===== src/logic/status_pkg.sv =====
package status_pkg;

    // bus field widths
    typedef logic [3:0]  axi_id_t;
    typedef logic [31:0] axi_addr_t;    // byte address or word index
    typedef logic [31:0] axi_data_t;
    typedef logic [3:0]  axi_strb_t;
    typedef logic [7:0]  axi_len_t;     // beats minus one
    typedef logic [1:0]  axi_burst_t;
    typedef logic [1:0]  axi_resp_t;

    // configuration fields
    typedef logic [47:0] mac_addr_t;
    typedef logic [31:0] ip_addr_t;
    typedef logic [15:0] port_mask_t;   // one flag per bus port
    typedef logic [7:0]  power_mask_t;  // one flag per power port

    typedef enum logic [1:0] {
        WR_IDLE,
        WR_DATA,
        WR_RESP
    } wr_state_t;

    typedef enum logic {
        RD_IDLE,
        RD_DATA
    } rd_state_t;

    // word indices of the register map
    localparam axi_addr_t REG_BUS_STATUS   = 32'h0000_0000;
    localparam axi_addr_t REG_BUS_RESET    = 32'h0000_0001;
    localparam axi_addr_t REG_UID_HIGH     = 32'h0000_0002;
    localparam axi_addr_t REG_UID_MID      = 32'h0000_0003;
    localparam axi_addr_t REG_UID_LOW      = 32'h0000_0004;
    localparam axi_addr_t REG_POWER_STATUS = 32'h0000_0005;
    localparam axi_addr_t REG_POWER_RESET  = 32'h0000_0006;
    localparam axi_addr_t REG_MAC_HIGH     = 32'h0000_0007;
    localparam axi_addr_t REG_MAC_LOW      = 32'h0000_0008;
    localparam axi_addr_t REG_IP           = 32'h0000_0009;
    localparam axi_addr_t REG_HOST_IP      = 32'h0000_000A;  // last mapped word

    localparam axi_burst_t BURST_FIXED = 2'd0;
    localparam axi_burst_t BURST_INCR  = 2'd1;

    localparam axi_resp_t RESP_OKAY   = 2'd0;
    localparam axi_resp_t RESP_SLVERR = 2'd2;

    localparam axi_data_t UNMAPPED_DATA = 32'hFFFF_FFFF;

endpackage


===== src/logic/status_rd_channel.sv =====
`timescale 1ns/100ps

module status_rd_channel
    import status_pkg::*;
#(
    parameter axi_addr_t base_addr = 32'h3000_0000
) (
    input  logic       clk,
    input  logic       STATUS_SLAVE_RSTN_SYNC,
    input  axi_id_t    rd_addr_id,
    input  axi_addr_t  rd_addr,
    input  axi_len_t   rd_addr_len,
    input  axi_burst_t rd_addr_burst,
    input  logic       rd_addr_valid,
    output logic       rd_addr_ready,
    output axi_id_t    rd_back_id,
    output axi_data_t  rd_data,
    output axi_resp_t  rd_data_resp,
    output logic       rd_data_last,
    output logic       rd_data_valid,
    input  logic       rd_data_ready,
    output axi_addr_t  reg_rd_index,
    input  axi_data_t  reg_rd_data,
    input  logic       reg_rd_err
);

    rd_state_t  state;
    axi_id_t    id_q;
    axi_len_t   len_q;
    axi_burst_t burst_q;
    axi_addr_t  index_q;
    axi_len_t   beat_cnt;   // beats already handed over
    logic       err_q;      // an earlier beat failed
    logic       burst_bad;
    logic       beat_err;
    logic       rd_hs;

    assign rd_addr_ready = (state == RD_IDLE);
    assign rd_data_valid = (state == RD_DATA);
    assign rd_back_id    = id_q;
    assign rd_hs         = rd_data_valid && rd_data_ready;

    assign burst_bad = (burst_q != BURST_FIXED) && (burst_q != BURST_INCR);
    assign beat_err  = reg_rd_err || burst_bad;

    // data, resp and last follow the index so they hold under back-pressure
    assign reg_rd_index = index_q;
    assign rd_data      = rd_data_valid ? reg_rd_data : '0;
    assign rd_data_last = rd_data_valid && (beat_cnt == len_q);
    assign rd_data_resp = (rd_data_valid && (err_q || beat_err)) ? RESP_SLVERR : RESP_OKAY;

    always_ff @(posedge clk or negedge STATUS_SLAVE_RSTN_SYNC) begin
        if (!STATUS_SLAVE_RSTN_SYNC) begin
            state <= RD_IDLE;
        end else begin
            case (state)
                RD_IDLE: if (rd_addr_valid) state <= RD_DATA;
                RD_DATA: if (rd_hs && rd_data_last) state <= RD_IDLE;
                default: state <= RD_IDLE;
            endcase
        end
    end

    always_ff @(posedge clk or negedge STATUS_SLAVE_RSTN_SYNC) begin
        if (!STATUS_SLAVE_RSTN_SYNC) begin
            err_q <= 1'b0;
        end else if (rd_addr_valid && rd_addr_ready) begin
            err_q <= 1'b0;                          // fresh burst
        end else if (rd_hs && beat_err) begin
            err_q <= 1'b1;
        end
    end

    always_ff @(posedge clk) begin
        if (rd_addr_valid && rd_addr_ready) begin
            id_q     <= rd_addr_id;
            len_q    <= rd_addr_len;
            burst_q  <= rd_addr_burst;
            index_q  <= rd_addr - base_addr;
            beat_cnt <= '0;
        end else if (rd_hs) begin
            beat_cnt <= beat_cnt + 1'b1;
            if (burst_q == BURST_INCR) begin
                index_q <= index_q + 1'b1;          // fixed bursts reread one word
            end
        end
    end

endmodule


===== config.mk =====
export PLATFORM = sky130hd
export DESIGN_NAME = status_rd_channel
export DESIGN_NICKNAME = d
export VERILOG_FILES = /design/src/logic/status_pkg.sv /design/src/logic/status_rd_channel.sv
export SDC_FILE = /design/constraint.sdc
export NUM_CORES = 1
export LEC_CHECK = 0
export BUFFER_PORTS_ARGS = -buffer_cell sky130_fd_sc_hd__buf_4
export CORE_MARGIN = 1.5
export CORE_UTILIZATION = 35
export DETAILED_ROUTE_END_ITERATION = 7
export HOLD_SLACK_MARGIN = 0.03
export PLACE_DENSITY = 0.7
export SKIP_CTS_REPAIR_TIMING = 1
export SLEW_MARGIN = 30
export SYNTH_ARGS = -nofsm -noshare
export SYNTH_HDL_FRONTEND = slang
export SYNTH_SLANG_ARGS = --single-unit

===== constraint.sdc =====
create_clock -name clk -period 5.8 [get_ports clk]
set_clock_uncertainty 0.2 [all_clocks]
set_input_delay 0.87 -clock clk [delete_from_list [all_inputs] [get_ports clk]]
set_output_delay 0.87 -clock clk [all_outputs]
set_load 0.01 [all_outputs]

**Word-level counts from Yosys, hierarchy flattened**

Cells that the tools add are included.

- Reductions and logical operators: 14
- Multiplexer cells: 10
- Bitwise operators: 1
- Divide/modulo/power cells: 0
- $add $sub $neg: 3
- Equal/unequal tests: 3
- Shift-type cells: 0
- Multipliers: 0
- $lt $le $gt $ge: 0

Operator list:

| cell | count |
|---|---|
| $mux 32 | 4 |
| $add 32x1->32 const B | 1 |
| $sub 32x30->32 const B | 1 |
| $add 8x1->8 const B | 1 |
| $eq 8x8->1 | 1 |
| $reduce_bool 2->1 | 4 |
| $logic_and 1x1->1 | 7 |
| $mux 1 | 4 |
| $eq 2x1->1 const B | 1 |
| $logic_or 1x1->1 | 2 |
| $mux 2 | 1 |
| $ne 2x1->1 const B | 1 |
| $pmux 1 s2 | 1 |
| $reduce_and 2->1 | 1 |
| $not 1->1 | 1 |

- Memory bits (read-only): 0
- Register bits: 56
- Input port bits: 83
- Bits in writable memories: 0
- Logic and storage cells: 38
- Memories: 0
- Output and inout port bits: 73
- Bits in latches: 0

**Depth between registers and ports, before layout**

- Word-level depth: 6
- Gate-level depth with buffers: 6
- Mapped depth without buffers: 5

**Worst setup path before layout**

Ideal clock, no wire load.

- Path kind: input port to flip-flop
- Start point: input port rd_data_ready
- End point: register index_q[0], in the netlist reg_rd_index[0] (enable)
- Required time: 5.134 ns
- Path buffers: 0
- Cell stages on the path: 2
- Slack: 1.896 ns
- Library setup time: 0.466 ns
- Arrival time: 3.239 ns
- Cell sequence: nand2_1 > o21ai_0

- Word-level cells in the longest chain between the ends: 3

RTL lines:

| item | RTL line | text |
|---|---|---|
| start, declared | status_rd_channel.sv:21 | `input logic rd_data_ready,` |
| $logic_and 1x1->1 | status_rd_channel.sv:41 | `assign rd_hs = rd_data_valid && rd_data_ready;` |
| $reduce_bool 2->1 (no line) | -- |  |
| $reduce_and 2->1 (no line) | -- |  |
| end signal, assigned | status_rd_channel.sv:79 | `index_q <= rd_addr - base_addr;` |
| end signal, assigned | status_rd_channel.sv:84 | `index_q <= index_q + 1'b1;` |
| end, declared | status_rd_channel.sv:31 | `axi_addr_t index_q;` |

Every way passes these cells.
A chain may end at the register's enable or synchronous reset.

**Worst setup path in the final report**

- Start point: register state, in the netlist rd_data_valid
- End point: output port rd_data_last

- Word-level cells in the longest chain between the ends: 1

RTL lines:

| item | RTL line | text |
|---|---|---|
| start, declared | status_rd_channel.sv:27 | `rd_state_t state;` |
| start signal, assigned | status_rd_channel.sv:54 | `state <= RD_IDLE;` |
| start signal, assigned | status_rd_channel.sv:57 | `RD_IDLE: if (rd_addr_valid) state <= RD_DATA;` |
| start signal, assigned | status_rd_channel.sv:58 | `RD_DATA: if (rd_hs && rd_data_last) state <= RD_IDLE;` |
| $logic_and 1x1->1 | status_rd_channel.sv:49 | `assign rd_data_last = rd_data_valid && (beat_cnt == len_q);` |
| end, declared | status_rd_channel.sv:19 | `output logic rd_data_last,` |

Every way passes these cells.

==> reports/metrics.cfg <==
[detailed_routing]
ant_nets = 0
vias = 2988
drtIter0Drc = 152
drt-total-wl_um = 8650
vias_per_cell = 5.13
dr.pass1.iters = 7
wire_per_inst_um = 14.8
route.detailed.drc = 7

[job]
drv_cap = 0

[synthesis]
synth_area_per_cell_um2 = 9.79
synth_xor_area_frac = 0.0791
postSynthCellCount = 328
synth_fp_nets = 414
synth_ff_type = edfxtp_1
synth_edf_count = 46
synthArstFlopShare = 0.0357
yosysWarnings = 0
ys_types = 39
synth_compound_area_frac = 0.103
yosys.area_share.adder = 0.0117
synth_top_family_by_area = simple AND/OR/NAND/NOR gates
synth_seq_cells = 56
synth.yosys.seq_area_share = 0.496
syn-cell-area_mm2 = 0.00321
yosys.area_share.simple = 0.275
synth_mux_area_frac = 0

[timing]
fin_hold_ws_ns = 0.117
setup_tns_ns = 0
finalCritPeriodShare = 0.530
tightest_slew_ns = 0.797
slew_violations = 0
slew_headroom = 0.469
setup_viol = 0
hold_viol = 0
fmax_mhz = 325
finalCriticalPeriod_ns = 3.07
rsz0062_at_grt = no

[die]
die_y_um = 98.8
io_pins = 156
die_area_mm2 = 0.00976
rows = 34
dieWidth_um = 98.8
core_mm2 = 0.00881
start_util = 0.365

[setup_path]
startpoint_type = register
rr_worst_depth = 7
path_class = reg -> out
slowest_delay_ns = 0.88
r2r-start = rd_data_valid$_DFF_PN0_
worstPathMaxFanout = 39
cp_slowest_cell = dfrtp_1
end_kind = primary output
r2r_end = reg_rd_index[14]$_DFFE_PP_
arrival_ns = 2.00
cp.required_ns = 4.73
crit_path_cell_trace = inv_1 -> nor4_1 -> buf_4
regToRegSetupSlack_ns = 3.14

[power]
p_leak_nw = 1.82
power.switching_uw = 261
p_per_area_mw_per_mm2 = 201
clockPowerShare = 0.258
p_comb_frac = 0.190
power.internal_uw = 659
sw_frac_of_total = 0.283
power_frac_seq = 0.552
total_power_uw = 920
irDropWorstVdd_mv = 0.135

[finish]
final_common_cell = buf_4
area_delta_synth_final_pct = 42.5
fillCellCount = 852
mostFrequentLayoutCells = buf_4 (156), edfxtp_1 (46), and2_1 (34)
final_area_mm2 = 0.00458
nets = 560
drive_gt1_frac = 0.364
num_antenna_cells = 0

[grt]
grt_pass1_vias = 2738
track_usage = 0.173
antenna_found_initial = 0
grt_overflow = 0
grt_max_degree = 50
grt_pass1_wl_um = 13600

[place]
dpl_cell_area_mm2 = 0.00448
dpl.hpwl_um = 6520
gp_congestion = 0.755
port_buffers = 154

[clock_tree]
clock_latency_ns = 0.32
path_clk_slew_ns = 0.11
cts_root_buf = clkbuf_8
numCtsBuffers = 5
clock_sinks = 56
clk_path_buf_depth = 2
cts_tree = built
htree_levels = 2

[status]
status = finished, violations left
violations = design-rule violations

[min_path]
hold_class = in -> async

power by group through the flow:
stage          Sequential (mW)  Combinational, mW  Clock (mW)
2_1_floorplan            0.505             0.0888           0
3_3_place_gp             0.514              0.168           0
3_5_place_dp             0.515              0.174           0
4_1_cts                  0.507              0.177       0.245
5_1_grt                  0.512              0.192       0.255
6_report                 0.508              0.175       0.237
flip-flops by register name, indices dropped and copies added (netlist names):
name / cells
burst_q: 2
rd_data_valid: 1
reg_rd_index: 32
beat_cnt: 8
len_q: 8
err_q: 1
rd_back_id: 4
per-layer routing:
layer,track usage,up-vias,part of all wire
li1,-,1491,-
met1,0.240,1399,0.44
met2,0.279,89,0.49
met3,0.0333,9,0.063
met4,0.0473,0,0.012
met5,0,-,0
per-stage QoR:
step / utilization / setup WS, ns / cells
finish: 0.520 / 2.73 / 583
floorplan: - / 1.90 / 328
global placement: 0.506 / 3.21 / 574
global route: 0.520 / 2.51 / 583
CTS: 0.520 / 2.73 / 583
detailed placement: 0.509 / 3.10 / 575
logic make-up after synthesis:
logic type	count (synthesis)
flops	56
xor+xnor	29
simple gates	159
fa+ha+maj	3
other cells	1
buf+inv	27
compound gates	53
how the worst max path moves through the flow:
stage | startpoint | end | slack (ns)
floorplan | rd_data_ready | reg_rd_index[0]$_DFFE_PP_ | 1.90
global placement | rd_data_valid$_DFF_PN0_ | rd_data_last | 3.21
detailed placement | rd_data_valid$_DFF_PN0_ | rd_data_last | 3.10
CTS | rd_data_valid$_DFF_PN0_ | rd_data_last | 2.73
global route | rd_data_valid$_DFF_PN0_ | rd_data_last | 2.51
finish | rd_data_valid$_DFF_PN0_ | rd_data_last | 2.73
synth_stat cells, types with 3 or more instances:
cell / instances / share of area
clkbuf_1: 13 / 0.015
a31o_2: 3 / 0.0082
dfxtp_1: 8 / 0.050
nor2_1: 29 / 0.034
o21ai_0: 17 / 0.026
inv_1: 8 / 0.0093
or4_1: 12 / 0.028
xnor2_1: 15 / 0.041
and4_1: 3 / 0.0082
a31oi_1: 17 / 0.033
a21oi_1: 4 / 0.0062
and2_1: 34 / 0.066
o31ai_1: 9 / 0.021
nand2_1: 32 / 0.037
nand4_1: 15 / 0.029
nor4_1: 3 / 0.0058
or3_1: 5 / 0.0097
ha_1: 3 / 0.012
xor2_1: 14 / 0.038
nand3_1: 12 / 0.019
edfxtp_1: 46 / 0.43
nor3_1: 4 / 0.0062
critical path: cells and delay by family (launching register included):
kind          cells  cell delay [ns]
flops             1             0.88
simple gates      1             0.42
buf+inv           2             0.39
area by class of cell:
class | instances | area (um2) | area share
inverter | 9 | 33.8 | 0.00738
tap | 108 | 135 | 0.0295
multi-input combinational | 245 | 1520 | 0.332
clock inverter | 3 | 28.8 | 0.00629
timing repair buffer | 157 | 1200 | 0.262
clock buffer | 5 | 68.8 | 0.0150
sequential | 56 | 1590 | 0.348
Power figures use the tool's default switching activity.
