<file path="src/logic/status_pkg.sv">
package status_pkg;

    // bus field widths
    typedef logic [3:0]  axi_id_t;
    typedef logic [31:0] axi_addr_t;    // byte address or word index
    typedef logic [31:0] axi_data_t;
    typedef logic [3:0]  axi_strb_t;
    typedef logic [7:0]  axi_len_t;     // beats minus one
    typedef logic [1:0]  axi_burst_t;
    typedef logic [1:0]  axi_resp_t;

    // configuration fields
    typedef logic [47:0] mac_addr_t;
    typedef logic [31:0] ip_addr_t;
    typedef logic [15:0] port_mask_t;   // one flag per bus port
    typedef logic [7:0]  power_mask_t;  // one flag per power port

    typedef enum logic [1:0] {
        WR_IDLE,
        WR_DATA,
        WR_RESP
    } wr_state_t;

    typedef enum logic {
        RD_IDLE,
        RD_DATA
    } rd_state_t;

    // word indices of the register map
    localparam axi_addr_t REG_BUS_STATUS   = 32'h0000_0000;
    localparam axi_addr_t REG_BUS_RESET    = 32'h0000_0001;
    localparam axi_addr_t REG_UID_HIGH     = 32'h0000_0002;
    localparam axi_addr_t REG_UID_MID      = 32'h0000_0003;
    localparam axi_addr_t REG_UID_LOW      = 32'h0000_0004;
    localparam axi_addr_t REG_POWER_STATUS = 32'h0000_0005;
    localparam axi_addr_t REG_POWER_RESET  = 32'h0000_0006;
    localparam axi_addr_t REG_MAC_HIGH     = 32'h0000_0007;
    localparam axi_addr_t REG_MAC_LOW      = 32'h0000_0008;
    localparam axi_addr_t REG_IP           = 32'h0000_0009;
    localparam axi_addr_t REG_HOST_IP      = 32'h0000_000A;  // last mapped word

    localparam axi_burst_t BURST_FIXED = 2'd0;
    localparam axi_burst_t BURST_INCR  = 2'd1;

    localparam axi_resp_t RESP_OKAY   = 2'd0;
    localparam axi_resp_t RESP_SLVERR = 2'd2;

    localparam axi_data_t UNMAPPED_DATA = 32'hFFFF_FFFF;

endpackage

</file>
<file path="src/logic/status_wr_channel.sv">
`timescale 1ns/100ps

module status_wr_channel
    import status_pkg::*;
#(
    parameter axi_addr_t base_addr = 32'h3000_0000
) (
    input  logic       clk,
    input  logic       STATUS_SLAVE_RSTN_SYNC,
    input  axi_id_t    wr_addr_id,
    input  axi_addr_t  wr_addr,
    input  axi_burst_t wr_addr_burst,
    input  logic       wr_addr_valid,
    output logic       wr_addr_ready,
    input  axi_data_t  wr_data,
    input  axi_strb_t  wr_strb,
    input  logic       wr_data_last,
    input  logic       wr_data_valid,
    output logic       wr_data_ready,
    output axi_id_t    wr_back_id,
    output axi_resp_t  wr_back_resp,
    output logic       wr_back_valid,
    input  logic       wr_back_ready,
    output logic       reg_wr_en,
    output axi_addr_t  reg_wr_index,
    output axi_data_t  reg_wr_data,
    output axi_strb_t  reg_wr_strb,
    input  logic       reg_wr_err
);

    wr_state_t  state;
    axi_id_t    id_q;
    axi_burst_t burst_q;
    axi_addr_t  index_q;
    logic       err_q;      // any beat of this burst failed
    logic       burst_bad;

    assign wr_addr_ready = (state == WR_IDLE);
    assign wr_data_ready = (state == WR_DATA);  // registers never stall
    assign wr_back_valid = (state == WR_RESP);
    assign wr_back_id    = id_q;
    assign wr_back_resp  = err_q ? RESP_SLVERR : RESP_OKAY;

    assign burst_bad = (burst_q != BURST_FIXED) && (burst_q != BURST_INCR);

    // one strobe per accepted beat
    assign reg_wr_en    = wr_data_valid && wr_data_ready;
    assign reg_wr_index = index_q;
    assign reg_wr_data  = wr_data;
    assign reg_wr_strb  = wr_strb;

    always_ff @(posedge clk or negedge STATUS_SLAVE_RSTN_SYNC) begin
        if (!STATUS_SLAVE_RSTN_SYNC) begin
            state <= WR_IDLE;
        end else begin
            case (state)
                WR_IDLE: if (wr_addr_valid) state <= WR_DATA;
                WR_DATA: if (reg_wr_en && wr_data_last) state <= WR_RESP;
                WR_RESP: if (wr_back_ready) state <= WR_IDLE;
                default: state <= WR_IDLE;
            endcase
        end
    end

    always_ff @(posedge clk or negedge STATUS_SLAVE_RSTN_SYNC) begin
        if (!STATUS_SLAVE_RSTN_SYNC) begin
            err_q <= 1'b0;
        end else if (state == WR_IDLE) begin
            err_q <= 1'b0;
        end else if (reg_wr_en && (reg_wr_err || burst_bad)) begin
            err_q <= 1'b1;                          // held until the response is taken
        end
    end

    // burst parameters and the running word index
    always_ff @(posedge clk) begin
        if (wr_addr_valid && wr_addr_ready) begin
            id_q    <= wr_addr_id;
            burst_q <= wr_addr_burst;
            index_q <= wr_addr - base_addr;         // bus address to word index
        end else if (reg_wr_en && (burst_q == BURST_INCR)) begin
            index_q <= index_q + 1'b1;
        end
    end

endmodule

</file>
<file path="config.mk">
export PLATFORM = sky130hd
export DESIGN_NAME = status_wr_channel
export DESIGN_NICKNAME = d
export VERILOG_FILES = /design/src/logic/status_pkg.sv /design/src/logic/status_wr_channel.sv
export SDC_FILE = /design/constraint.sdc
export NUM_CORES = 1
export LEC_CHECK = 0
export ABC_AREA = 1
export BUFFER_PORTS_ARGS = -buffer_cell sky130_fd_sc_hd__clkbuf_2
export CAP_MARGIN = 0
export CORE_MARGIN = 3
export CORE_UTILIZATION = 41
export CTS_CLUSTER_SIZE = 14
export DETAILED_ROUTE_END_ITERATION = 7
export PLACE_DENSITY = 0.75
export SLEW_MARGIN = 20
export SYNTH_ARGS = -nofsm -noshare
export SYNTH_HDL_FRONTEND = slang
export SYNTH_SLANG_ARGS = --single-unit
</file>
<file path="constraint.sdc">
create_clock -name clk -period 2 [get_ports clk]
set_clock_uncertainty 0.05 [all_clocks]
set_input_delay 0.1 -clock clk [delete_from_list [all_inputs] [get_ports clk]]
set_output_delay 0.1 -clock clk [all_outputs]
set_load 0.005 [all_outputs]
</file>
After elaboration in Yosys (flattened, before gate mapping)
Cells that the tools add are included.
{"block": "classes", "addsub": 2, "n_eq_ne": 7, "muxes": 9, "n_reduce_logical": 12}
{"op": "$mux W32", "n": 2}
{"op": "$add A32 B1 Y32 const B", "n": 1}
{"op": "$sub A32 B30 Y32 const B", "n": 1}
{"op": "$mux W2", "n": 4}
{"op": "$logic_and A1 B1 Y1", "n": 6}
{"op": "$ne A2 B1 Y1 const B", "n": 3}
{"op": "$pmux W2 S3", "n": 1}
{"op": "$reduce_bool A2 Y1", "n": 3}
{"op": "$eq A2 B1 Y1 const B", "n": 2}
{"op": "$reduce_and A3 Y1", "n": 1}
{"op": "$eq A2 B2 Y1 const B", "n": 1}
{"op": "$logic_not A2 Y1", "n": 1}
{"op": "$mux W1", "n": 2}
{"op": "$ne A2 B2 Y1 const B", "n": 1}
{"op": "$logic_or A1 B1 Y1", "n": 1}
{"block": "totals", "register_bits": 41, "inputBits": 81, "output_inout_bits": 78, "word_cells": 35}

Longest topological paths before layout
{"block": "logic_depth", "word_depth": 6, "ltp_mapped": 10, "mapped_depth_nobuf": 10}

Worst setup path before layout
No wires, ideal clock.
{"block": "synth_path", "kind": "reg2reg", "start": "register state[0]", "end": "register index_q[0] (netlist: reg_wr_index[0]) (enable)", "setup_time_ps": 389, "arrival_time_ps": 1596, "required_ps": 1561, "path_slack_ps": -35, "stages_incl_launch_ff": 5, "path_buffers": 1, "synth_period_minus_slack_ps": 2035, "cell_sequence": "dfrtp_1 nor2_1 nand2_2 buf_2 nand2_1"}
{"block": "synth_between", "elab_cells_between_ends": 6, "cone_classes": "eq/ne: 1; reduce/logical: 5"}
{"element": "start: declaration", "line": "status_wr_channel.sv:31", "source": "wr_state_t state;"}
{"element": "start signal: assignment", "line": "status_wr_channel.sv:54", "source": "state <= WR_IDLE;"}
{"element": "start signal: assignment", "line": "status_wr_channel.sv:57", "source": "WR_IDLE: if (wr_addr_valid) state <= WR_DATA;"}
{"element": "start signal: assignment", "line": "status_wr_channel.sv:58", "source": "WR_DATA: if (reg_wr_en && wr_data_last) state <= WR_RESP;"}
{"element": "$logic_not A2 Y1", "line": "status_wr_channel.sv:38", "source": "assign wr_addr_ready = (state == WR_IDLE);"}
{"element": "net wr_addr_ready", "line": "status_wr_channel.sv:14", "source": "output logic wr_addr_ready,"}
{"element": "$logic_and A1 B1 Y1", "line": "status_wr_channel.sv:77", "source": "if (wr_addr_valid && wr_addr_ready) begin"}
{"element": "$reduce_bool A2 Y1 (no source line)"}
{"element": "end signal: assignment", "line": "status_wr_channel.sv:80", "source": "index_q <= wr_addr - base_addr;"}
{"element": "end signal: assignment", "line": "status_wr_channel.sv:82", "source": "index_q <= index_q + 1'b1;"}
{"element": "end: declaration", "line": "status_wr_channel.sv:34", "source": "axi_addr_t index_q;"}
The timed path passes the listed nets, and every way through them passes these cells.
A chain may end at the register's enable or synchronous reset.

Worst setup path in the final report
{"block": "layout_path", "start": "register index_q[0] (netlist: reg_wr_index[0])", "end": "register index_q[30] (netlist: reg_wr_index[30]) (data pin)"}
{"block": "layout_between", "elab_chain_cells": 3}
{"element": "$add A32 B1 Y32", "line": "status_wr_channel.sv:82"}
{"element": "$mux W32", "line": "status_wr_channel.sv:81", "source": "end else if (reg_wr_en && (burst_q == BURST_INCR)) begin"}
{"element": "$mux W32", "line": "status_wr_channel.sv:77"}
No other way between the ends. The select of a mux whose other input is x is not followed.

==> impl_metrics.env <==
export IMPL_status="completed"
export IMPL_place_gp_congestion=0.924
export IMPL_place_area_sq_mm=0.00318
export IMPL_io_pins=159
export IMPL_htree_levels=2
export IMPL_yosysWarnings=0
export IMPL_cts_buffers=5
export IMPL_synth_common_cells="nand2_1, buf_4, edfxtp_1, nor2_1, inv_1"
export IMPL_start_util_pct=42.4
export IMPL_min_from="wr_data_last"
export IMPL_grt_antenna_before_repair=0
export IMPL_cp_slowest_cell="edfxtp_1"
export IMPL_layout_setup_ws_ns=0.317
export IMPL_clkTransAtPathRegs_ns=0.09
export IMPL_track_usage_pct=17.7
export IMPL_synth_seq_cells=41
export IMPL_pre_cts_slack_ns=0.309
export IMPL_path_max_fanout=5
export IMPL_sequentialPowerShare_pct=44.1
export IMPL_path_delay_family="simple AND/OR/NAND/NOR gates"
export IMPL_syn_nets=462
export IMPL_finalSetupViolCount=0
export IMPL_grt_ovfl_total=0
export IMPL_cts_root_buffer="clkbuf_8"
export IMPL_core_area_sq_mm=0.00683
export IMPL_cts_tree="done"
export IMPL_synth_cells=379
export IMPL_fillCellCount=718
export IMPL_critPathArrivalTime_ns=1.70
export IMPL_cts_resized=0
export IMPL_cts_sinks=41
export IMPL_p_per_area_mw_per_mm2=1110
export IMPL_dp_hpwl_um=5230
export IMPL_cp_start_kind="register"
export IMPL_rows=30
export IMPL_wl_per_cell_um=12.7
export IMPL_endpoint_kind="register"
export IMPL_final_core_util_pct=49.7
export IMPL_finalInstanceArea_sq_mm=0.00339
export IMPL_hold_viol=0
export IMPL_die_w_um=90.1
export IMPL_grt_start_max_net_pins=33
export IMPL_finalPower_mw=3.77
export IMPL_peakVddDrop_mv=0.473
export IMPL_cp_buffers_inverters=0
export IMPL_ff_latch_area_sq_mm=0.00122
export IMPL_synth_largest_area_cell="edfxtp_1"
export IMPL_crit_chain="ha_1, nand2_1, nor2_4, nand2_2, nor2_4, nand3_1, nand3_1, nand2_1"
export IMPL_async_flop_share_pct=7.32
export IMPL_synth_edff_count=38
export IMPL_clk_latency_ns=0.31
export IMPL_post_cts_setup_buffer_count=0
export IMPL_ant_nets=0
export IMPL_grt_pass1_wl_um=11800
export IMPL_slew_violations=0
export IMPL_synth_top_area_share_pct=39.4
export IMPL_r2r_end="reg_wr_index[30]"
export IMPL_placed_cells_incl_taps=521
export IMPL_dominantRegCellSynth="edfxtp_1"
export IMPL_drt_pass1_iterations=5
export IMPL_vias=2535
export IMPL_cap_violations=0
export IMPL_worstReg2RegStart="reg_wr_index[0]"
export IMPL_rrSetupSlack_ns=0.32
export IMPL_drt_iter0_drc=137
export IMPL_worst_setup_path_type="register to register"
export IMPL_rsz0062_at_grt="no"
export IMPL_port_buffers=85
export IMPL_layoutNonFillerInstCount=539
export IMPL_diodes=0
export IMPL_period_share_pct=84.2
export IMPL_synthToLayoutAreaGrowth_pct=17.1
export IMPL_syn_avg_cell_area_sq_um=7.65
export IMPL_leakage_nw=1.64
export IMPL_fin_crit_ns=1.68
export IMPL_routed_wl_um=6870
export IMPL_synth_distinct_cells=26
export IMPL_rr_worst_depth=8
export IMPL_cts_path_max_buffers=2
export IMPL_synth_area_top_cells="edfxtp_1, nand2_1, buf_4, nand3_1, nor2_1"
export IMPL_vias_per_cell=4.70
export IMPL_synth_area_sq_mm=0.00290
export IMPL_internal_power_mw=2.31
export IMPL_die_area_sq_mm=0.00811
export IMPL_cp_slowest_stage_delay_ns=0.41
export IMPL_fmax_ghz=0.594
export IMPL_hp_class="input pin to register"
export IMPL_holdPathStages=4
export IMPL_grt_pass1_vias=2562
export IMPL_route_detailed_drc=0
export IMPL_p_comb_share_pct=37.5
export IMPL_nets=525
export IMPL_clkPwrFrac_pct=18.4
export IMPL_cp_required_ns=2.02
export IMPL_tns_ns=0
export IMPL_switching_share_pct=38.7
export IMPL_yosysSeqAreaShare_pct=42.0
export IMPL_holdWs_ns=0.00661
export IMPL_holdPathEnd="state[0]"
export IMPL_die_h_um=90.1
export IMPL_drive_gt1_share_pct=26.6
export IMPL_p_switching_mw=1.46
export IMPL_synth_most_common_cell="nand2_1"
export IMPL_multiInputGateArea_sq_mm=0.00125
-- state kept, by name, summed over array words and instances, names as in the netlist --
name,cells
burst_q,2
err_q,1
reg_wr_index,32
state,2
wr_back_id,4
-- layer usage --
| layer | track usage, % | share of wire [%] | vias up |
|---|---|---|---|
| met5 | 0 | 0 | - |
| met4 | 8.42 | 3.1 | 0 |
| met3 | 4.85 | 8.4 | 30 |
| met2 | 28.9 | 46 | 90 |
| met1 | 21.8 | 42 | 1135 |
| li1 | - | - | 1280 |
-- what timing repair did --
| action | CTS | global route |
|---|---|---|
| endpoints found under the hold margin | 11 | 0 |
| hold buffers | 10 | 0 |
| setup endpoints to repair | 0 | 0 |
-- tightest hold or removal path: cells and delay by family --
kind / cells / cell delay (ns)
buffers and inverters: 1 / 0.08
and+or+nand+nor: 3 / 0.16
-- power by group through the flow --
stage               registers, mW  logic (mW)  clock network, mW
CTS                          1.66        1.44              0.708
floorplan                    1.63       0.907                  0
global placement             1.67        1.37                  0
detailed placement           1.68        1.41                  0
finish                       1.66        1.41              0.693
global route                 1.71        1.63              0.739
-- how the worst max path moves through the flow --
stage | end | slack, ns | start | depth (start not counted)
final | reg_wr_index[30] | 0.32 | reg_wr_index[0] | 8
after floorplan | reg_wr_index[0] | 0.26 | state[0] | 4
after detailed placement | reg_wr_index[30] | 0.31 | reg_wr_index[0] | 8
after CTS | reg_wr_index[30] | 0.30 | reg_wr_index[0] | 8
after global placement | reg_wr_index[30] | 0.37 | reg_wr_index[0] | 8
after global routing | reg_wr_index[28] | 0.16 | reg_wr_index[18] | 9
-- final cells by class --
type | count | share of cell area [%]
repair buffers | 100 | 17.0
clock inverters | 2 | 1.14
flip-flops and latches | 41 | 35.8
well taps | 96 | 3.54
inverters | 32 | 3.54
multi-input cells | 262 | 36.8
clock buffers | 6 | 2.14
-- layout by cell type, fill, tap and decap left out, types with 3 or more instances in the layout --
cell type and n:
nand3_1 30, nor2_1 36, clkbuf_2 85, dlygate4sd3_1 10, nand2_1 142, xor2_1 13
nor2_2 3, o21ai_0 10, inv_1 31, clkbuf_8 5, dfrtp_1 3, nand2_2 6
buf_4 4, edfxtp_1 38, nor2_4 7
-- logic make-up after synthesis --
logic type,share of synthesized area [%]
flops,42.0
xor+xnor,4.53
buf+inv,15.0
fa+ha+maj,0.863
simple gates,34.8
other cells,0.129
compound gates,2.76
Note: power is estimated with default switching activity, not from simulation.
